**src/rtl/sya_pkg.sv**
```systemverilog
//==========================================================================
// Shared sizes, element and vector types, controller states and the
// layout of the configuration word for the systolic matrix unit
//==========================================================================

package sya_pkg;

    // Array geometry and data widths
    localparam int ARRAY_DIM    = 4;
    localparam int ACT_WIDTH    = 8;
    localparam int CHN_WIDTH    = 16;
    localparam int PSUM_WIDTH   = 2 * ACT_WIDTH + CHN_WIDTH;
    localparam int ADDR_WIDTH   = 16;
    localparam int FLUSH_CYCLES = 2 * ARRAY_DIM - 1;
    localparam int CFG_WIDTH    = 96;

    typedef logic signed [ACT_WIDTH-1:0]  data_t;
    typedef data_t [ARRAY_DIM-1:0]        vec_t;
    typedef logic signed [PSUM_WIDTH-1:0] psum_t;
    typedef logic [ADDR_WIDTH-1:0]        addr_t;
    typedef logic [CHN_WIDTH-1:0]         cnt_t;

    typedef enum logic [1:0] {
        IDLE,
        COMP,
        FLUSH,
        DRAIN
    } sya_state_e;

    // Configuration word, most significant field first
    typedef struct packed {
        addr_t                ofm_base;
        addr_t                act_base;
        addr_t                wgt_base;
        cnt_t                 num_grp;
        cnt_t                 num_chn;
        logic [ACT_WIDTH-1:0] shift;
        logic [ACT_WIDTH-1:0] zp;
    } cfg_t;

endpackage

```
**src/rtl/sya_cfg_regs.sv**
```systemverilog
//==========================================================================
// Configuration word capture on the cfg handshake and field registers
//==========================================================================

`timescale 1ns/1ps

module sya_cfg_regs import sya_pkg::*; (
    input  logic clk,
    input  logic rst_n,
    input  logic cfg_vld,
    input  cfg_t cfg_info,
    output logic cfg_rdy,
    output cfg_t cfg,
    output logic cfg_load,
    input  logic busy
);

    logic cfg_fire;

    // Not ready while a run is active or just being launched
    assign cfg_rdy  = ~busy & ~cfg_load;
    assign cfg_fire = cfg_vld & cfg_rdy;

    always_ff @(posedge clk or negedge rst_n) begin
        if (!rst_n) begin
            cfg      <= '{ofm_base: '0, act_base: '0, wgt_base: '0,
                          num_grp: cnt_t'(1), num_chn: cnt_t'(1),
                          shift: '0, zp: '0};
            cfg_load <= 1'b0;
        end else begin
            // One cycle pulse, fields are already stored when it is seen
            cfg_load <= cfg_fire;
            if (cfg_fire) begin
                cfg <= cfg_info;
            end
        end
    end

endmodule

```
**config.mk**
```make
export PLATFORM = sky130hd
export DESIGN_NAME = sya_cfg_regs
export DESIGN_NICKNAME = d
export VERILOG_FILES = /design/src/rtl/sya_pkg.sv /design/src/rtl/sya_cfg_regs.sv
export SDC_FILE = /design/constraint.sdc
export NUM_CORES = 1
export LEC_CHECK = 0
export ABC_AREA = 1
export BUFFER_PORTS_ARGS = -buffer_cell sky130_fd_sc_hd__clkbuf_2
export CORE_UTILIZATION = 45
export DETAILED_ROUTE_END_ITERATION = 12
export HOLD_SLACK_MARGIN = 0.08
export PLACE_DENSITY_LB_ADDON = 0.3
export RECOVER_POWER = 25
export REMOVE_ABC_BUFFERS = 1
export SYNTH_ARGS = -nofsm -noshare
export SYNTH_HDL_FRONTEND = slang
export SYNTH_SLANG_ARGS = --single-unit
export TNS_END_PERCENT = 5
```
**constraint.sdc**
```tcl
create_clock -name clk -period 3.6 [get_ports clk]
set_input_delay 0.18 -clock clk [delete_from_list [all_inputs] [get_ports clk]]
set_output_delay 0.18 -clock clk [all_outputs]
set_load 0.05 [all_outputs]
```
==> impl_metrics.yaml <==
worst_setup_path:
  crit_top_cell: "nand2_1"
  endpoint_kind: "flop"
  crit_type: "reg2reg"
  crit_required_ps: 3820
  cp_slowest_stage_delay_ps: 740
  timing.reg2reg.setup_slack_ps: 1260
  timing.rr.end: "cfg[85]"
  cpMaxStageDelayCell: "nand2_4"
  reg2reg_from: "cfg_load"
  cp.arrival_ps: 2560
  path_cells: "nor2_4 -> nand2_4 -> nand2_1 -> nand2_1"
  worst-path-buf-inv: 0
  start_kind: "flop"
  cp_top_family: "simple AND/OR/NAND/NOR gates"
  crit_path_max_fanout: 97
  rr_worst_depth: 4
  path_depth: 4
route:
  vias_per_cell: 4.92
  wirelength_mm: 11.2
  vias: 3953
  wl_per_cell_um: 13.9
  firstDrtPassIters: 5
  drc_errors: 0
  drt_iter0_markers: 254
  antenna_left: 0
logic_synthesis:
  synthTopCellsByCount: "nand2_1 (192), nand3_1 (96), dfrtp_1 (95)"
  synth_xor_area_share_pct: 0
  yosys_most_used_dff: "dfrtp_1"
  synthTopCellsByArea: "dfrtp_1 (63%), nand2_1 (19%), nand3_1 (13%), clkbuf_1 (1.7%), buf_2 (1.6%)"
  yosysMostFrequentCell: "nand2_1"
  synth.area.mux_share_pct: 0
  yosys.area.top_type: "dfrtp_1"
  synthesis.area_sq_mm: 0.00379
  yosysWarnings: 0
  ys_types: 11
  synthAdderAreaFrac_pct: 0
  ys_ff_latch: 97
  synth-simple-area-share_pct: 32.2
  synthArstFlopShare_pct: 100
  ys_seq_area_share_pct: 64.2
  synth_top_area_share_pct: 62.8
  synth_top_family_by_area: "simple AND/OR/NAND/NOR gates"
  synth_compound_area_share_pct: 0
  synthCells: 419
  syn_area_per_cell_sq_um: 9.04
  synth_edf_count: 0
worst_hold_path:
  min_to: "cfg[39]"
  whs_path_depth: 3
  min-delay-start: "cfg_info[39]"
  hp-class: "in2reg"
timing:
  fin_crit_ps: 2340
  skew_ps: 7.54
  fmax_ghz: 0.427
  setup_viol: 0
  rsz0062_at_grt: "no"
  slew_viol_final: 74
  tightest_slew_ps: 1770
  slew_headroom_pct: -18.2
  fin_tns_setup_ps: 0
  hold_violations: 0
  period_share_pct: 65.1
final_layout:
  final_util_pct: 72.3
  antenna_cells: 0
  area_growth_pct: 56.0
  final_nets: 795
  num-fill-cells: 647
  layout-drive-gt1-share_pct: 20.7
  final_cells: 804
power:
  combinationalPowerShare_pct: 34.3
  swShare_pct: 39.8
  total_power_mw: 3.27
  peakVddDrop_mv: 0.310
  power.leakage_nw: 3.17
  clkPwrFrac_pct: 24.5
  p_int_mw: 1.97
  seqPwrFrac_pct: 41.1
  p_per_area_mw_per_mm2: 554
  p_sw_mw: 1.30
global_route:
  grt_max_degree: 98
  first_global_vias: 3794
  antenna_found_initial: 0
  grt_pass1_wl_mm: 17.7
  overflow: 0
  track_usage_pct: 25.8
clock_network:
  cts_tree: "built"
  cts.sinks: 97
  cts_buffers: 9
  cts_max_path_buffers: 2
  worstSkewPairLatency_ps: 340
  ctsHtreeMaxLevel: 3
  path_clk_slew_ps: 90
  root_buffer: "clkbuf_8"
floorplanning:
  boundaryPins: 198
  std_cell_rows: 33
  die_area_sq_mm: 0.00879
  dieHeight_um: 93.7
  start_util_pct: 46.3
  die_w_um: 93.7
  core_sq_mm: 0.00818
status:
  run_status: "finished with violations"
  violations: "max-capacitance violations, max-slew violations"
placed_design:
  io_buffer_count: 197
  dp.cells: 693
  dpl.hpwl_mm: 5.96
  gp_congestion: 0.718
run:
  cap_violations: 1
layout make-up:
class                   count  area (sq um)  area share, %
inverters                   1          3.75         0.0635
well taps                 105           131           2.22
repair buffers            296          1900           32.1
multi-input cells         290          1220           20.7
clock inverters             3          90.1           1.52
clock buffers              12           135           2.29
flip-flops and latches     97          2430           41.1
placed cells by master, fill, tap and decap left out:
cell type,n
nand2_4,1
buf_4,3
nand3_1,96
clkbuf_2,125
nand2_1,192
buf_12,1
bufinv_16,3
clkbuf_1,74
clkbuf_8,9
dfstp_2,2
inv_1,1
dfrtp_1,95
nor2_4,1
dlygate4sd3_1,96
worst register-to-register path, cell delays in order (launching register included):
cell	delay, ps
dfrtp_1	410
nor2_4	630
nand2_4	760
nand2_1	330
nand2_1	90
routing by layer:
metal | global-route usage (%) | part of all wire, %
met3 | 4.69 | 6.6
met5 | 0 | 0
met4 | 10.4 | 2.7
met2 | 43.2 | 49
met1 | 32.9 | 41
cells by family (layout without fill, tap and decap cells):
logic type	count (synthesis)	count (layout)
flops	97	97
buf+inv	32	312
simple gates	290	290
what timing repair did:
action                                 CTS  global route
endpoints found under the hold margin  165             0
resized for setup                        0             0
hold buffers                            96             0
setup buffers                            0             0
power groups by stage:
| stage | clock network (mW) | logic, mW | registers [mW] |
|---|---|---|---|
| 2_1_floorplan | 0 | 0.164 | 1.94 |
| 3_3_place_gp | 0 | 1.05 | 1.36 |
| 3_5_place_dp | 0 | 1.07 | 1.36 |
| 4_1_cts | 0.829 | 1.15 | 1.34 |
| 5_1_grt | 0.863 | 1.19 | 1.37 |
| 6_report | 0.802 | 1.12 | 1.35 |
state kept, by name (all words and copies together), names as in the netlist:
name / count
cfg_load: 1
cfg: 96
worst max path at each step:
stage	slack, ps	to	start
after floorplan	140	cfg[0]	cfg_load
after global placement	1420	cfg[42]	cfg_load
after detailed placement	1350	cfg[74]	cfg_load
after CTS	1280	cfg_rdy	cfg_load
after global routing	1090	cfg[87]	cfg_load
final	1260	cfg[85]	cfg_load
through the flow:
stage                     cell area (sq um)  hold slack (ps)  setup WS [ps]
after detailed placement               4810              375           1350
after global routing                   5910              101           1090
after global placement                 4810              369           1420
after floorplan                        3650             -116            138
final                                  5910             90.6           1260
after CTS                              6000             81.0           1280
Power figures use the tool's default switching activity.
