===== src/rtl/sya_pkg.sv =====
//==========================================================================
// Shared sizes, element and vector types, controller states and the
// layout of the configuration word for the systolic matrix unit
//==========================================================================

package sya_pkg;

    // Array geometry and data widths
    localparam int ARRAY_DIM    = 4;
    localparam int ACT_WIDTH    = 8;
    localparam int CHN_WIDTH    = 16;
    localparam int PSUM_WIDTH   = 2 * ACT_WIDTH + CHN_WIDTH;
    localparam int ADDR_WIDTH   = 16;
    localparam int FLUSH_CYCLES = 2 * ARRAY_DIM - 1;
    localparam int CFG_WIDTH    = 96;

    typedef logic signed [ACT_WIDTH-1:0]  data_t;
    typedef data_t [ARRAY_DIM-1:0]        vec_t;
    typedef logic signed [PSUM_WIDTH-1:0] psum_t;
    typedef logic [ADDR_WIDTH-1:0]        addr_t;
    typedef logic [CHN_WIDTH-1:0]         cnt_t;

    typedef enum logic [1:0] {
        IDLE,
        COMP,
        FLUSH,
        DRAIN
    } sya_state_e;

    // Configuration word, most significant field first
    typedef struct packed {
        addr_t                ofm_base;
        addr_t                act_base;
        addr_t                wgt_base;
        cnt_t                 num_grp;
        cnt_t                 num_chn;
        logic [ACT_WIDTH-1:0] shift;
        logic [ACT_WIDTH-1:0] zp;
    } cfg_t;

endpackage


===== src/rtl/sya_drain.sv =====
//==========================================================================
// Row drain of the array: row select, ReLU with shift and zero point,
// output row register and the write address counter
//==========================================================================

`timescale 1ns/1ps

module sya_drain import sya_pkg::*; (
    input  logic  clk,
    input  logic  rst_n,
    input  psum_t [ARRAY_DIM-1:0][ARRAY_DIM-1:0] psum_grid,
    input  cfg_t  cfg,
    input  logic  cfg_load,
    input  logic  drain_start,
    output logic  drain_done,
    output vec_t  ofm_wr_dat,
    output addr_t ofm_wr_addr,
    output logic  ofm_wr_vld,
    input  logic  ofm_wr_rdy
);

    logic [$clog2(ARRAY_DIM)-1:0] row_cnt, row_nxt;
    logic wr_fire, last_row, row_load;
    vec_t rq_row;

    // Negative sums clamp to zero, others take 8 bits from bit shift up
    function automatic data_t requant(input psum_t p, input logic [ACT_WIDTH-1:0] sh,
                                      input logic [ACT_WIDTH-1:0] zp);
        psum_t shifted;
        shifted = p >> sh;
        if (p[PSUM_WIDTH-1]) begin
            return '0;
        end
        return data_t'(shifted[ACT_WIDTH-1:0] + zp);
    endfunction

    assign wr_fire    = ofm_wr_vld & ofm_wr_rdy;
    assign last_row   = (row_cnt == ARRAY_DIM - 1);
    assign drain_done = wr_fire & last_row;
    assign row_load   = drain_start | (wr_fire & ~last_row);
    assign row_nxt    = drain_start ? '0 : row_cnt + 1'b1;

    always_comb begin
        for (int c = 0; c < ARRAY_DIM; c++) begin
            rq_row[c] = requant(psum_grid[row_nxt][c], cfg.shift, cfg.zp);
        end
    end

    always_ff @(posedge clk or negedge rst_n) begin
        if (!rst_n) begin
            ofm_wr_vld  <= 1'b0;
            row_cnt     <= '0;
            ofm_wr_addr <= '0;
        end else begin
            if (drain_start) begin
                ofm_wr_vld <= 1'b1;
            end else if (drain_done) begin
                ofm_wr_vld <= 1'b0;
            end
            if (row_load) begin
                row_cnt <= row_nxt;
            end
            // Address runs on across groups of one configuration
            if (cfg_load) begin
                ofm_wr_addr <= cfg.ofm_base;
            end else if (wr_fire) begin
                ofm_wr_addr <= ofm_wr_addr + 1'b1;
            end
        end
    end

    always_ff @(posedge clk) begin
        if (row_load) begin
            ofm_wr_dat <= rq_row;
        end
    end

endmodule


===== config.mk =====
export PLATFORM = sky130hd
export DESIGN_NAME = sya_drain
export DESIGN_NICKNAME = d
export VERILOG_FILES = /design/src/rtl/sya_pkg.sv /design/src/rtl/sya_drain.sv
export SDC_FILE = /design/constraint.sdc
export NUM_CORES = 1
export LEC_CHECK = 0
export BUFFER_PORTS_ARGS = -buffer_cell sky130_fd_sc_hd__buf_2
export CORE_AREA = 3 3 257 259
export DETAILED_ROUTE_END_ITERATION = 12
export DIE_AREA = 0 0 260 262
export PLACE_DENSITY = 0.48
export SETUP_SLACK_MARGIN = 0.5
export SYNTH_ARGS = -nofsm -noshare
export SYNTH_HDL_FRONTEND = slang
export SYNTH_SLANG_ARGS = --single-unit

===== constraint.sdc =====
create_clock -name clk -period 4.3 [get_ports clk]
set_input_delay 0.43 -clock clk [delete_from_list [all_inputs] [get_ports clk]]
set_output_delay 0.43 -clock clk [all_outputs]
set_load 0.01 [all_outputs]

==> results.ini <==
[outcome]
outcome = finished with violations
violations = setup timing

[cells_and_area]
multi_input_area_um2 = 12080
areaGrowthSynthToFinish_pct = 82.15
drive_gt1_share_pct = 56.53
fillers = 6760
nets = 3349
final_cell_mix = buf_2, buf_4, nand2_1, mux2i_1, nor2_1
layout_commonest_cell = buf_2
regArea_um2 = 1440
stdcell_count = 3570

[yosys]
synth_top_family_by_area = compound AO/OA/AOI/OAI gates
ys.warnings.count = 0
yosys.area_share.simple_pct = 18.28
yosys.area.top_type = mux2i_1
synthFlopType = edfxtp_1
syn_area_um2 = 12720
synth.avg_cell_area_um2 = 7.538
async_flop_share_pct = 37.25
yosys.area.top_type_share_pct = 14.41
synth_mux_area_share_pct = 23.17
syn-num-nets = 2334
netlist_instances = 1687
synth-compound-area-share_pct = 33.35
synth-seq-area-share_pct = 11.30
synth_edf_count = 32
ys_top_cells_by_area = mux2i_1, edfxtp_1, mux4_2
ys_ff_latch = 51
synth_cell_types = 86
synth-xor-area-share_pct = 2.411
synthAdderAreaFrac_pct = 3.582

[timing]
finClkSkew_ns = 0.005053
hold_viol = 0
worst_pin_slew_ns = 1.084
slew_headroom_pct = 27.43
setup_viol = 18
maxSlewViolCount = 0
post-route-period-util_pct = 111.4
fmax_ghz = 0.2088
setup_ws_ns = -0.4899
rsz0062_at_grt = yes
fin_crit_ns = 4.790

[die]
coreArea_um2 = 64120
die_w_um = 260
fp-row-count = 93
initial_utilization_pct = 19.83
die_h_um = 262
die_area_um2 = 68120
ioPinCount = 663

[routing]
via_per_inst = 5.316
vias = 18979
routedWlPerCell_um = 28.04
drc = 0
drt_iter0_drc = 1611
drtPass1Iterations = 6
wl_um = 100100
ant_nets = 0

[place]
placedCellCount = 3443
io_buffers = 598
hpwlAfterDp_um = 82630
place_congestion = 0.9212

[clocking]
htree_levels = 2
cts_root_buf = clkbuf_16
insertion_delay_ns = 0.30
cts_tree = built
path_clk_slew_ns = 0.08
cts_sinks = 51
clockBufferDepth = 2
cts_buffers = 5

[critical_path]
worstSetupPathType = register to register
cp-start-kind = register
cp_max_fo = 24
crit_required_ns = 4.36
critPathArrivalTime_ns = 4.85
end_kind = register

[worst_hold_path]
min_path_type = input port to async pin

[grt]
overflow = 0
grt_pass1_wl_um = 135300
antenna_found_initial = 29
track_usage_pct = 27.31
grt_max_degree = 61
grt_pass1_vias = 18927

[pwr]
p_sw_share_pct = 46.30
power_frac_seq_pct = 12.3
p_leak_nw = 10.28
clock_power_share_pct = 8.3
power_mw = 5.241
power.internal_mw = 2.815
ir_drop_uv = 167.5
p_per_area_nw_per_um2 = 226.3
combPwrFrac_pct = 79.4
netSwitchingPower_mw = 2.426

[job]
max_cap_violations = 0

-- synthesized netlist by cell type, drive strengths merged, types with 8 or more instances --
master	count
mux2	21
o221a	8
a21o	13
a21oi	95
mux2i	184
a22oi	25
nand2	199
nand4	8
inv	50
o211ai	48
xnor2	15
a211o	8
ha	30
nand2b	10
a211oi	60
a21boi	14
o22ai	37
a221o	8
clkbuf	72
o221ai	21
mux4	38
o22a	12
and2	15
nor2b	45
dfrtp	19
o21ai	97
nor3	38
nand3	33
a32oi	25
edfxtp	32
buf	95
xor2	20
o21a	13
and3	15
a221oi	18
a31oi	28
nor2	117
a2bb2oi	10
-- sequential cells by signal (all words and copies together), names as in the netlist --
| name | cells |
|---|---|
| ofm_wr_dat | 32 |
| ofm_wr_vld | 1 |
| ofm_wr_addr | 16 |
| row_cnt | 2 |
-- metal layers --
metal	up-vias	GRT usage, %	part of all wire, %	routed length [µm]
met5	-	0	0.14	143
met2	923	44.30	46	46010
met4	24	8.409	3.6	3653
li1	8549	-	-	-
met3	164	6.148	9.0	9033
met1	9319	36.05	41	41270
-- worst max-delay path, stage by stage, from the launching register on --
cell and delay [ns]:
dfrtp_4 0.51, buf_12 0.16, buf_16 0.15, buf_8 0.16
bufbuf_16 0.32, o21ai_0 0.20, o211ai_2 0.17, a32oi_1 0.30
o22ai_1 0.15, a22oi_1 0.31, nor2b_1 0.11, a211o_1 0.36
ha_1 0.30, a21o_1 0.17, a21oi_2 0.15, nor2b_1 0.08
o21a_1 0.20, o41ai_2 0.32, xnor2_1 0.19, xnor2_1 0.15
nor2_1 0.05
-- repair_timing --
action,CTS,global route
cloned,6,5
setup endpoints to repair,31,29
pin swaps,90,72
gates resized for setup,254,146
buffers inserted,65,31
hold buffers,0,0
-- layout make-up --
cell class	instances	area share, %
Multi-Input combinational cell	1419	52.13
Timing Repair Buffer	1174	35.40
Sequential cell	51	6.218
Tap cell	855	4.619
Inverter	51	0.8481
Clock buffer	5	0.5402
Antenna cell	12	0.1296
Clock inverter	3	0.1134
-- per-stage QoR --
step	hold WS [ns]	setup TNS [ns]	worst slack, ns	utilization [%]	instance area [µm²]
5_1_grt	0.09712	-7.248	-0.6611	36.09	23140
4_1_cts	0.07279	-4.154	-0.4448	34.35	22020
3_5_place_dp	0.4074	-10.29	-0.8253	31.17	19990
2_1_floorplan	0.1344	0	0.05953	-	12950
3_3_place_gp	0.3998	-9.439	-0.8669	31.17	19990
6_report	0.06770	-4.766	-0.4899	36.13	23160
-- power by group through the flow --
stage / Clock [mW] / Sequential [mW] / Combinational [mW]
5_1_grt: 0.471 / 0.652 / 4.37
2_1_floorplan: 0 / 0.687 / 1.57
4_1_cts: 0.454 / 0.646 / 3.85
3_3_place_gp: 0 / 0.655 / 3.39
3_5_place_dp: 0 / 0.655 / 3.40
6_report: 0.434 / 0.644 / 4.16
-- kinds of logic (layout without fill, tap and decap cells) --
group,after synthesis,after routing
AND/OR/NAND/NOR,507,508
XOR/XNOR,35,35
buffers and inverters,218,1233
other,0,12
adder cells (fa/ha/maj),34,34
flip-flops,51,51
multiplexers,243,243
AO/OA/AOI/OAI,599,599
-- worst paths after layout --
path / from / endpoint / slack (ns) / depth (start not counted)
min reg2reg: ofm_wr_addr[15]$_DFFE_PN0P_ / ofm_wr_addr[15]$_DFFE_PN0P_ / 0.58 / 2
max in group asynchronous: rst_n / row_cnt[0]$_DFFE_PN0P_ / 3.88 / 1
max: row_cnt[0]$_DFFE_PN0P_ / ofm_wr_dat[31]$_SDFFCE_PN0P_ / -0.49 / 20
max reg2reg: row_cnt[0]$_DFFE_PN0P_ / ofm_wr_dat[31]$_SDFFCE_PN0P_ / -0.49 / 20
min: rst_n / ofm_wr_addr[5]$_DFFE_PN0P_ / 0.07 / 1
min in group clk: cfg[85] / ofm_wr_addr[5]$_DFFE_PN0P_ / 0.34 / 3
Power figures use the tool's default switching activity.
