[config.mk]
export PLATFORM = sky130hd
export DESIGN_NAME = sya_ctrl
export DESIGN_NICKNAME = d
export VERILOG_FILES = /design/src/rtl/sya_pkg.sv /design/src/rtl/sya_ctrl.sv
export SDC_FILE = /design/constraint.sdc
export NUM_CORES = 1
export LEC_CHECK = 0
export BUFFER_PORTS_ARGS = -buffer_cell sky130_fd_sc_hd__clkbuf_2
export CAP_MARGIN = 40
export CORE_AREA = 2 2 149 151
export CTS_CLUSTER_DIAMETER = 80
export DETAILED_ROUTE_END_ITERATION = 6
export DIE_AREA = 0 0 151 153
export HOLD_SLACK_MARGIN = 0.1
export SYNTH_ARGS = -nofsm -noshare
export SYNTH_HDL_FRONTEND = slang
export SYNTH_SLANG_ARGS = --single-unit
[constraint.sdc]
create_clock -name clk -period 8.15 [get_ports clk]
set_clock_uncertainty 0.1 [all_clocks]
set_input_delay 1.2225 -clock clk [delete_from_list [all_inputs] [get_ports clk]]
set_output_delay 1.2225 -clock clk [all_outputs]
set_load 0.02 [all_outputs]
[src/rtl/sya_pkg.sv]
//==========================================================================
// Shared sizes, element and vector types, controller states and the
// layout of the configuration word for the systolic matrix unit
//==========================================================================

package sya_pkg;

    // Array geometry and data widths
    localparam int ARRAY_DIM    = 4;
    localparam int ACT_WIDTH    = 8;
    localparam int CHN_WIDTH    = 16;
    localparam int PSUM_WIDTH   = 2 * ACT_WIDTH + CHN_WIDTH;
    localparam int ADDR_WIDTH   = 16;
    localparam int FLUSH_CYCLES = 2 * ARRAY_DIM - 1;
    localparam int CFG_WIDTH    = 96;

    typedef logic signed [ACT_WIDTH-1:0]  data_t;
    typedef data_t [ARRAY_DIM-1:0]        vec_t;
    typedef logic signed [PSUM_WIDTH-1:0] psum_t;
    typedef logic [ADDR_WIDTH-1:0]        addr_t;
    typedef logic [CHN_WIDTH-1:0]         cnt_t;

    typedef enum logic [1:0] {
        IDLE,
        COMP,
        FLUSH,
        DRAIN
    } sya_state_e;

    // Configuration word, most significant field first
    typedef struct packed {
        addr_t                ofm_base;
        addr_t                act_base;
        addr_t                wgt_base;
        cnt_t                 num_grp;
        cnt_t                 num_chn;
        logic [ACT_WIDTH-1:0] shift;
        logic [ACT_WIDTH-1:0] zp;
    } cfg_t;

endpackage

[src/rtl/sya_ctrl.sv]
//==========================================================================
// Controller FSM with channel, flush and group counters, read address
// generation and the step, zero feed and drain sequencing of the array
//==========================================================================

`timescale 1ns/1ps

module sya_ctrl import sya_pkg::*; (
    input  logic  clk,
    input  logic  rst_n,
    input  logic  cfg_load,
    input  cfg_t  cfg,
    output logic  busy,
    output addr_t act_rd_addr,
    output addr_t wgt_rd_addr,
    output logic  rd_addr_vld,
    input  logic  act_rd_addr_rdy,
    input  logic  wgt_rd_addr_rdy,
    input  logic  act_rd_dat_vld,
    input  logic  wgt_rd_dat_vld,
    output logic  rd_dat_rdy,
    output logic  acc_clr,
    output logic  step,
    output logic  feed_zero,
    output logic  drain_start,
    input  logic  drain_done
);

    sya_state_e state, next_state;
    cnt_t       iss_cnt, con_cnt, flush_cnt, grp_cnt;
    addr_t      grp_off;
    logic       iss_fire, dat_fire;
    logic       last_chn, last_flush, last_grp;

    //==========================================================================
    // Handshakes and array controls
    //==========================================================================
    assign busy        = (state != IDLE);
    assign rd_addr_vld = (state == COMP) && (iss_cnt < cfg.num_chn);
    assign iss_fire    = rd_addr_vld & act_rd_addr_rdy & wgt_rd_addr_rdy;
    assign rd_dat_rdy  = (state == COMP);
    assign dat_fire    = rd_dat_rdy & act_rd_dat_vld & wgt_rd_dat_vld;
    assign feed_zero   = (state == FLUSH);
    assign step        = dat_fire | feed_zero;

    // Group offset replaces a group times channel multiply
    assign act_rd_addr = cfg.act_base + grp_off + iss_cnt;
    assign wgt_rd_addr = cfg.wgt_base + iss_cnt;

    assign last_chn   = (con_cnt == cfg.num_chn - 1'b1);
    assign last_flush = (flush_cnt == cnt_t'(FLUSH_CYCLES - 1));
    assign last_grp   = (grp_cnt == cfg.num_grp - 1'b1);

    //==========================================================================
    // FSM
    //==========================================================================
    always_comb begin
        next_state = state;
        case (state)
            IDLE:    if (cfg_load) next_state = COMP;
            COMP:    if (dat_fire && last_chn) next_state = FLUSH;
            FLUSH:   if (last_flush) next_state = DRAIN;
            DRAIN:   if (drain_done) next_state = last_grp ? IDLE : COMP;
            default: next_state = IDLE;
        endcase
    end

    always_ff @(posedge clk or negedge rst_n) begin
        if (!rst_n) begin
            state       <= IDLE;
            iss_cnt     <= '0;
            con_cnt     <= '0;
            flush_cnt   <= '0;
            grp_cnt     <= '0;
            grp_off     <= '0;
            acc_clr     <= 1'b0;
            drain_start <= 1'b0;
        end else begin
            state       <= next_state;
            acc_clr     <= (next_state == COMP) && (state != COMP);
            drain_start <= (state == FLUSH) && last_flush;

            // Per-phase counters restart whenever their phase is left
            iss_cnt   <= (state != COMP) ? '0 : iss_cnt + cnt_t'(iss_fire);
            con_cnt   <= (state != COMP) ? '0 : con_cnt + cnt_t'(dat_fire);
            flush_cnt <= (state != FLUSH) ? '0 : flush_cnt + 1'b1;

            if (cfg_load) begin
                grp_cnt <= '0;
                grp_off <= '0;
            end else if (state == DRAIN && drain_done && !last_grp) begin
                grp_cnt <= grp_cnt + 1'b1;
                grp_off <= grp_off + cfg.num_chn;
            end
        end
    end

endmodule

==> results of run 1 <==
==> placed cells by master (no fill, tap or decap), drive strengths merged, types with 3 or more instances in the layout <==
master | netlist | layout
buf | 8 | 5
o21bai | 3 | 3
a211oi | 6 | 6
and3 | 11 | 11
nand4 | 18 | 18
or3 | 22 | 22
a311oi | 6 | 6
nand3 | 39 | 39
o21a | 6 | 6
xor2 | 44 | 44
nor4 | 13 | 13
a21oi | 54 | 54
inv | 48 | 51
nand2b | 7 | 7
nor2 | 94 | 94
a31o | 7 | 7
fa | 18 | 18
mux2 | 4 | 4
ha | 68 | 68
a311o | 4 | 4
or4 | 11 | 11
dfrtp | 84 | 84
or4b | 3 | 3
and2 | 14 | 14
o211ai | 4 | 4
a21o | 15 | 15
o31ai | 7 | 7
o21ai | 33 | 33
mux2i | 21 | 21
nand2 | 37 | 37
clkbuf | 13 | 118
a31oi | 3 | 3
nor3b | 3 | 3
xnor2 | 71 | 71
nor4b | 5 | 5
nor3 | 25 | 25
nor2b | 12 | 12
a22o | 4 | 4
or2 | 3 | 3
==> final cells by class <==
class / instances / share of cell area
clock buffer: 9 / 0.0255
clock inverter: 7 / 0.00653
inverter: 48 / 0.0204
multi-input combinational: 721 / 0.600
sequential: 84 / 0.238
tap: 280 / 0.0397
timing repair buffer: 114 / 0.0698
==> power by group through the flow <==
stage                     logic (uW)  registers, uW  clock network, uW
after floorplan                  391            486                  0
after global placement           543            500                  0
after detailed placement         548            501                  0
after CTS                        554            492                412
after global routing             612            499                432
final                            549            491                399
==> routing by layer <==
layer  routed length (microns)  GRT usage  vias up
li1                          -          -     3374
met1                      9040      0.229     3112
met2                      8460      0.263      106
met3                       844     0.0248       13
met4                       235     0.0463        0
met5                         0          0        -
==> logic make-up (layout without fill, tap and decap cells) <==
| logic type | after synthesis | count (layout) | synth area share |
|---|---|---|---|
| buffers and inverters | 69 | 178 | 0.0353 |
| multiplexers | 25 | 25 | 0.0333 |
| flip-flops | 84 | 84 | 0.274 |
| XOR/XNOR | 115 | 115 | 0.132 |
| adder cells (fa/ha/maj) | 86 | 86 | 0.158 |
| AND/OR/NAND/NOR | 323 | 323 | 0.219 |
| AO/OA/AOI/OAI | 172 | 172 | 0.148 |
==> worst max path at each step <==
stage               cells after the start              end
finish                                 12  act_rd_addr[14]
floorplan                              12  act_rd_addr[15]
global route                           12  act_rd_addr[14]
global placement                       12  act_rd_addr[14]
detailed placement                     12  act_rd_addr[14]
CTS                                    12  act_rd_addr[14]
==> flip-flops by register name, summed over array words and instances, names as in the netlist <==
signal	count
iss_cnt	16
grp_cnt	16
acc_clr	1
drain_start	1
con_cnt	16
grp_off	16
state	2
flush_cnt	16
==> critical path, stage by stage <==
cell	delay [ps]
clkbuf_2	90
fa_1	500
ha_1	310
a21o_1	190
a21oi_1	220
o21bai_1	130
a31o_2	310
a311o_1	360
a31o_2	250
a21o_1	180
xor2_1	120
clkbuf_2	180
==> stage by stage <==
stage | area (sq um) | power (uW)
after floorplan | 7660 | 877
after detailed placement | 8530 | 1050
final | 8820 | 1440
after global placement | 8490 | 1040
after global routing | 8820 | 1540
after CTS | 8820 | 1460
==> qor.csv, run 1 <==
stage,metric,value,unit
final_layout,Area growth syn-to-layout,15.1,%
floorplanning,Starting Density,0.356,
clocking,CTS sink cnt,84,
route,Detailed Route Iter0 Violations,381,
yosys,"FFs w/ async S/R, synth",1.00,
yosys,top cell type's share of synthesized area,0.274,
placement,IO Port Bufs,110,
clocking,clk root buf,clkbuf_16,
power_and_ir_drop,power density cells,163,mW/mm^2
worst_setup_path,"Req. time, crit path",6830,ps
worst_setup_path,reg-to-reg startpoint,iss_cnt[1],
final_layout,register area,0.00210,sq mm
grt,vias in the first global route,6201,
route,routed len/inst,14.7,microns
timing,worst setup margin,2770,ps
yosys,"area leader, netlist",dfrtp_1,
yosys,synthesized instance count,874,
timing,final hold vios,0,
placement,placed cell count,1247,
worst_setup_path,startpoint types,input port,
yosys,synth warn,0,
worst_hold_path,hold path start,flush_cnt[0],
yosys,Post-synth EDFFs,0,
power_and_ir_drop,part of the power in registers,0.341,
worst_hold_path,Hold Path Depth,1,
power_and_ir_drop,Worst VDD drop,87.4,uV
worst_hold_path,hold crit path type,flip-flop to flip-flop,
power_and_ir_drop,switching part of the total,0.386,
power_and_ir_drop,Switching Power,555,uW
timing,Tightest Pin Transition,809,ps
clocking,Worst-Skew Late Latency,350,ps
yosys,Yosys reg bits,84,
final_layout,n_diodes,0,
yosys,Yosys cell types,66,
floorplanning,Die Y-Extent,153,microns
power_and_ir_drop,Logic pwr share,0.382,
worst_setup_path,Critical R2R Capture,iss_cnt[14],
route,1st-pass router iterations,4,
worst_setup_path,worst endpoint data arrival time,4060,ps
run,max_cap viols,0,
grt,gr ovfl total,0,
timing,post-layout min period,5380,ps
yosys,most common cell in the netlist,nor2_1,
yosys,Avg Inst Size Synth,8.76,sq um
placement,Post-Place Setup Slack,2800,ps
placement,detailed placement HPWL,14500,microns
floorplanning,Chip Width,151,microns
worst_setup_path,CP endpoint kind,output pin,
worst_setup_path,R2R cell count,15,
timing,final setup violation count,0,
clocking,post-CTS resize count,0,
clocking,Clock Path Buffers,2,
final_layout,nets,1168,
worst_hold_path,hold-critical path endpoint,flush_cnt[0],
timing,Final Cycle Share,0.660,
clocking,CTS buffer count,9,
final_layout,Multi-input gate area,0.00529,sq mm
clocking,CTS Hold Bufs,0,
clocking,Setup Buffers After CTS,0,
timing,slew margin rel.,0.461,
route,# DRC,0,
grt,first-pass GRT wire length,30700,microns
yosys,"Seq/Total Area, Yosys",0.274,
clocking,CTS tree,built,
timing,worst hold slack,390,ps
placement,gp weighted congestion,0.792,
route,routed vias,6605,
final_layout,Util after Layout,0.410,
power_and_ir_drop,internal power,884,uW
yosys,Netlist Area Pre-Place,0.00766,sq mm
timing,RSZ-0062 raised after global routing,false,
worst_setup_path,CP Max Fanout,3,
clocking,CTS H-Tree Depth,3,
worst_setup_path,Worst Setup SP,cfg[66],
yosys,"top cells by count, synth","94 x nor2_1, 84 x dfrtp_1, 71 x xnor2_1, 68 x ha_1, 54 x a21oi_1",
timing,Max Freq,186,MHz
timing,Final Max Slew Viols,0,
yosys,"Net Count, Synth",1064,
floorplanning,boundary pin count,143,
final_layout,Fill cells,2202,
worst_setup_path,Reg2Reg Setup Slack,4740,ps
worst_setup_path,crit path kind,input port to output pin,
floorplanning,Site Rows,54,
final_layout,fraction of layout cells with a size suffix above 1,0.151,
yosys,Synth Flop Type,dfrtp_1,
timing,setup_tns,0,ps
status,status,finished clean,
clocking,Clock transition at path regs,70,ps
route,drt total wl,18600,microns
power_and_ir_drop,Clock power frac,0.277,
yosys,top post-synthesis cells by area,"dfrtp_1 27%, ha_1 11%, xnor2_1 8.1%",
floorplanning,die footprint,0.0231,sq mm
floorplanning,Core ar.,0.0215,sq mm
power_and_ir_drop,P_leak,0.00417,uW
grt,gr usage total,0.164,
final_layout,final cell count without fillers,1263,
route,Vias/cell,5.23,
route,Final ANT Viol Nets,0,
grt,largest net degree at the start of global routing,50,
grt,initial antenna violation count,0,
No activity file was read; power rests on OpenSTA's default activity.
==> inputs of run 2 (changes only) <==
Clock period 8.15 ns to 4.4 ns, I/O delays scaled along.
==> run 2 against run 1 <==
Register-to-register slack got worse by 3600 ps. Critical path depth unchanged. Clock-buffer cell count unchanged. Via count increased by 0.64%. Non-clock buffer count increased by 5. Critical path type unchanged. Largest power group unchanged. Highest routed layer unchanged.
==> qor.csv, run 2 (synthesis results as in run 1) <==
stage,metric,value,unit,change
timing,slew margin rel.,0.486,,+0.0246
final_layout,fraction of layout cells with a size suffix above 1,0.156,,+0.00531
placement,placed cell count,1251,,+0.32%
grt,first-pass GRT wire length,31200,microns,+1.6%
timing,final setup violation count,0,,unchanged
route,Vias/cell,5.24,,+0.24%
final_layout,Area growth syn-to-layout,15.9,%,
floorplanning,Core ar.,0.0215,sq mm,unchanged
clocking,CTS H-Tree Depth,3,,unchanged
timing,worst hold slack,150,ps,-239 ps
worst_hold_path,hold crit path type,input port to asynchronous set/reset pin,,
clocking,Clock Path Buffers,2,,unchanged
timing,setup_tns,0,ps,unchanged
power_and_ir_drop,Worst VDD drop,169,uV,+93%
final_layout,final cell count without fillers,1268,,+0.40%
floorplanning,Site Rows,54,,unchanged
grt,largest net degree at the start of global routing,39,,-22%
placement,gp weighted congestion,0.830,,+4.9%
clocking,CTS sink cnt,84,,unchanged
run,max_cap viols,0,,unchanged
route,# DRC,0,,unchanged
route,Final ANT Viol Nets,0,,unchanged
final_layout,nets,1173,,+0.43%
grt,initial antenna violation count,1,,+1
placement,detailed placement HPWL,14600,microns,+0.71%
power_and_ir_drop,Logic pwr share,0.384,,+0.002
route,max layer used,met4,,
placement,IO Port Bufs,110,,unchanged
timing,Final Cycle Share,0.962,,
worst_setup_path,startpoint types,input port,,
worst_setup_path,CP endpoint kind,output pin,,
grt,vias in the first global route,6336,,+2.2%
floorplanning,Starting Density,0.356,,unchanged
clocking,Clock transition at path regs,70,ps,about the same
power_and_ir_drop,switching part of the total,0.377,,-0.00889
worst_setup_path,"Req. time, crit path",3640,ps,-3190 ps
route,DR WL met2,8250,microns,-2.4%
final_layout,"Design Area, Final",0.00888,sq mm,+0.68%
timing,RSZ-0062 raised after global routing,false,,
worst_setup_path,crit path kind,input port to output pin,,
worst_setup_path,worst endpoint data arrival time,3470,ps,-590 ps
route,1st-pass router iterations,4,,unchanged
route,WL met1,9240,microns,+2.2%
clocking,CTS tree,built,,
route,routed vias,6647,,+0.64%
power_and_ir_drop,internal power,1720,uW,+94%
worst_setup_path,CP Max Fanout,3,,unchanged
timing,Max Freq,236,MHz,
route,routed wl met3,804,microns,-4.7%
final_layout,"most common cell after layout, fill and taps aside",clkbuf_2,,
timing,Tightest Pin Transition,772,ps,-36.9 ps
power_and_ir_drop,Clock power frac,0.294,,+0.017
floorplanning,Die Y-Extent,153,microns,unchanged
route,Detailed Route Iter0 Violations,358,,-6.0%
clocking,Worst-Skew Late Latency,350,ps,about the same
grt,gr ovfl total,0,,unchanged
clocking,CTS buffer count,9,,unchanged
power_and_ir_drop,part of the power in registers,0.321,,-0.020
final_layout,n_diodes,0,,unchanged
power_and_ir_drop,P_leak,0.00421,uW,+0.91%
timing,final hold vios,0,,unchanged
clocking,clk root buf,clkbuf_16,,
floorplanning,die footprint,0.0231,sq mm,unchanged
floorplanning,Chip Width,151,microns,unchanged
status,status,finished clean,,
final_layout,most frequent cells in the layout,"108 x clkbuf_2, 94 x nor2_1, 83 x dfrtp_1, 71 x xnor2_1, 68 x ha_1",,
route,drt total wl,18600,microns,+0.36%
placement,Area after DPL,0.00856,sq mm,+0.26%
timing,post-layout min period,4230,ps,
grt,gr usage total,0.166,,+0.00221
timing,Final Max Slew Viols,0,,unchanged
power_and_ir_drop,Switching Power,1040,uW,+87%
floorplanning,boundary pin count,143,,unchanged
route,routed len/inst,14.7,microns,about the same
power_and_ir_drop,power density cells,311,mW/mm^2,+90%
## run 2: layout make-up
type	count	area (sq um)
repair buffers	119	646
fillers	2205	12600
clock inverters	7	86.3
well taps	280	350
multi-input cells	721	5290
inverters	48	180
clock buffers	9	225
flip-flops and latches	84	2100
## run 2: worst paths after layout
check                                  start         endpoint  slack [ps]  cells past startpoint
worst max-delay path                 cfg[66]  act_rd_addr[14]         170                     12
worst min-delay path                   rst_n       grp_cnt[2]         150                      1
worst max register to register    iss_cnt[9]      iss_cnt[13]        1120                     13
worst min register to register  flush_cnt[0]     flush_cnt[0]         390                      1
max in group asynchronous              rst_n       iss_cnt[1]        3160                      3
min in group clk                flush_cnt[0]     flush_cnt[0]         390                      1
## run 2: power groups by stage
stage / logic, uW / registers (uW) / clock network (uW)
3_3_place_gp: 1040 / 906 / 0
3_5_place_dp: 1050 / 906 / 0
2_1_floorplan: 724 / 900 / 0
6_report: 1060 / 886 / 812
4_1_cts: 1060 / 891 / 840
5_1_grt: 1190 / 898 / 869
## run 2: per-layer routing
layer  GRT usage  vias to the layer above
met4      0.0525                        0
met2       0.257                      108
li1            -                     3390
met5           0                        -
met3      0.0278                       22
met1       0.236                     3127
## run 2: through the flow
stage	setup slack, ps	total power, uW	utilization
after CTS	85.0	2790	0.413
final	167	2760	0.413
after global routing	32.0	2950	0.413
after floorplan	401	1620	-
after detailed placement	188	1960	0.398
after global placement	130	1950	0.397
## run 2: what timing repair did
action,in CTS,in global routing
hold buffers,0,0
buffers inserted,0,1
setup endpoints to repair,0,2
resized for setup,0,3
## run 2: critical path, stage by stage
cell and delay (ps):
clkbuf_2 90, fa_1 500, ha_1 310, a21o_1 190
a21oi_1 230, o21bai_1 130, a31o_2 300, a311o_1 350
a31o_2 240, a21o_1 180, xor2_1 120, clkbuf_2 180
==> inputs of run 3 (changes only) <==
Settings changed: CORE_AREA 2 2 149 151 to 2 2 125 127, DIE_AREA 0 0 151 153 to 0 0 127 129, PLACE_DENSITY from default to 0.77.
==> run 3 against run 2 <==
Worst hold slack improved by 89 ps. Power rose by 0.36%. Sequential share of layout area rose by 0.37 points. Clock power rose by 0.5%. Wire length fell by 3.9%. Die area fell by 29%. Register-to-register slack got worse by 170 ps. Combinational power barely moved. Cell area fell by 1.5%. Clock-buffer cell count rose by 1. Flip-flop and latch count did not move. Largest cell class unchanged.
==> qor.csv, run 3 (synthesis results as in run 1) <==
stage,metric,value,unit,change
clocking,Clock Path Buffers,2,,unchanged
route,drt total wl,17900,microns,-3.9%
power_and_ir_drop,P_leak,0.00420,uW,-0.23%
timing,final hold vios,0,,unchanged
grt,vias in the first global route,6315,,-0.33%
route,Vias/cell,5.74,,+9.5%
final_layout,most frequent cells in the layout,"108 x clkbuf_2, 94 x nor2_1, 83 x dfrtp_1, 71 x xnor2_1, 68 x ha_1",,
route,1st-pass router iterations,5,,+1
clocking,Clock transition at path regs,70,ps,about the same
timing,post-layout min period,4240,ps,+6.38 ps
route,routed vias,6740,,+1.4%
floorplanning,boundary pin count,143,,unchanged
clocking,CTS sink cnt,84,,unchanged
timing,Max Freq,236,MHz,-0.15%
route,# DRC,0,,unchanged
power_and_ir_drop,Worst VDD drop,216,uV,+28%
final_layout,Multi-input gate area,0.00529,sq mm,about the same
clocking,Worst-Skew Late Latency,340,ps,about the same
timing,Final Cycle Share,0.964,,+0.00145
final_layout,fraction of layout cells with a size suffix above 1,0.155,,-0.000698
final_layout,final cell count without fillers,1174,,-7.4%
final_layout,nets,1171,,-0.17%
status,status,finished clean,,
placement,placed cell count,1158,,-7.4%
placement,detailed placement HPWL,13900,microns,-4.6%
final_layout,Util after Layout,0.584,,+0.171
clocking,CTS Hold Bufs,0,,unchanged
worst_setup_path,"Req. time, crit path",3640,ps,about the same
worst_setup_path,crit-path max cell delay,500,ps,about the same
clocking,CTS tree,built,,
run,max_cap viols,0,,unchanged
floorplanning,Starting Density,0.511,,+0.155
clocking,clk root buf,clkbuf_16,,
power_and_ir_drop,power density cells,317,mW/mm^2,+1.9%
placement,IO Port Bufs,110,,unchanged
worst_setup_path,startpoint types,input port,,
worst_setup_path,CP Cell Sequence,clkbuf_2 -> fa_1 -> ha_1 -> a21o_1 -> a21oi_2 -> o21bai_1 -> a31o_2 -> a311o_1 -> a31o_2 -> a21o_1 -> xor2_1 -> clkbuf_2,,
grt,gr ovfl total,0,,unchanged
timing,worst hold slack,239,ps,+88.7 ps
grt,initial antenna violation count,0,,-1
worst_hold_path,hold crit path type,input port to asynchronous set/reset pin,,
worst_setup_path,worst endpoint data arrival time,3480,ps,about the same
worst_setup_path,crit path kind,input port to output pin,,
floorplanning,Site Rows,45,,-17%
timing,Final Max Slew Viols,0,,unchanged
final_layout,Area growth syn-to-layout,14.1,%,
timing,Tightest Pin Transition,782,ps,+9.91 ps
worst_setup_path,CP Max Fanout,3,,unchanged
floorplanning,die footprint,0.0164,sq mm,-29%
timing,final setup violation count,0,,unchanged
placement,gp weighted congestion,0.864,,+4.0%
clocking,Setup Buffers After CTS,0,,unchanged
final_layout,n_diodes,0,,unchanged
timing,RSZ-0062 raised after global routing,false,,
clocking,CTS buffer count,9,,unchanged
grt,gr usage total,0.227,,+0.0612
timing,setup_tns,0,ps,unchanged
worst_setup_path,Reg2Reg Setup Slack,950,ps,-170 ps
floorplanning,Die Y-Extent,129,microns,-16%
clocking,CTS H-Tree Depth,3,,unchanged
route,routed len/inst,15.3,microns,+3.8%
route,Detailed Route Iter0 Violations,433,,+21%
floorplanning,Core ar.,0.0150,sq mm,-30%
timing,slew margin rel.,0.479,,-0.00661
final_layout,Fill cells,1356,,-39%
grt,largest net degree at the start of global routing,51,,+31%
final_layout,register area,0.00210,sq mm,unchanged
route,Final ANT Viol Nets,0,,unchanged
final_layout,"most common cell after layout, fill and taps aside",clkbuf_2,,
worst_setup_path,Slowest cell on crit path,fa_1,,
worst_setup_path,CP endpoint kind,output pin,,
grt,first-pass GRT wire length,30600,microns,-1.8%
floorplanning,Chip Width,127,microns,-16%
run 3: area by class of cell:
cell class,count,share of cell area
Clock buffer,10,0.0273
Tap cell,188,0.0269
Clock inverter,6,0.00873
Inverter,48,0.0206
Sequential cell,84,0.241
Multi-Input combinational cell,721,0.605
Timing Repair Buffer,117,0.0707
run 3: power by group:
group	internal, uW	switching, uW
clock	467	349
sequential	822	67.1
combinational	438	624
run 3: final timing paths:
check                                   start               to  cells past startpoint
max in group asynchronous               rst_n       iss_cnt[5]                      2
worst min register to register  flush_cnt[15]      drain_start                      1
worst max register to register     iss_cnt[1]      iss_cnt[14]                     15
min in group clk                flush_cnt[15]      drain_start                      1
worst min-delay path                    rst_n       grp_cnt[8]                      1
worst max-delay path                  cfg[66]  act_rd_addr[14]                     12
run 3: critical path: cells and delay by family:
| family | cells | cell delay (ps) |
|---|---|---|
| AO/OA/AOI/OAI | 7 | 1570 |
| XOR/XNOR | 1 | 140 |
| adder cells (fa/ha/maj) | 2 | 810 |
| buffers and inverters | 2 | 280 |
run 3: layer usage:
layer | GRT usage | wire length (microns)
met1 | 0.321 | 8570
met2 | 0.373 | 8480
met3 | 0.0225 | 597
met4 | 0.0692 | 269
met5 | 0 | 0
run 3: metrics by stage:
| step | instance area (sq um) | power [uW] | setup slack, ps |
|---|---|---|---|
| 6_report | 8740 | 2770 | 160 |
| 5_1_grt | 8740 | 2940 | 16.5 |
| 4_1_cts | 8740 | 2780 | 98.1 |
| 3_5_place_dp | 8420 | 1960 | 127 |
| 3_3_place_gp | 8420 | 1930 | 173 |
| 2_1_floorplan | 7660 | 1620 | 401 |
run 3: repair_timing:
item                                   4_1_cts  5_1_grt
setup endpoints to repair                    0        2
endpoints found under the hold margin        0        0
gates resized for setup                      0        4
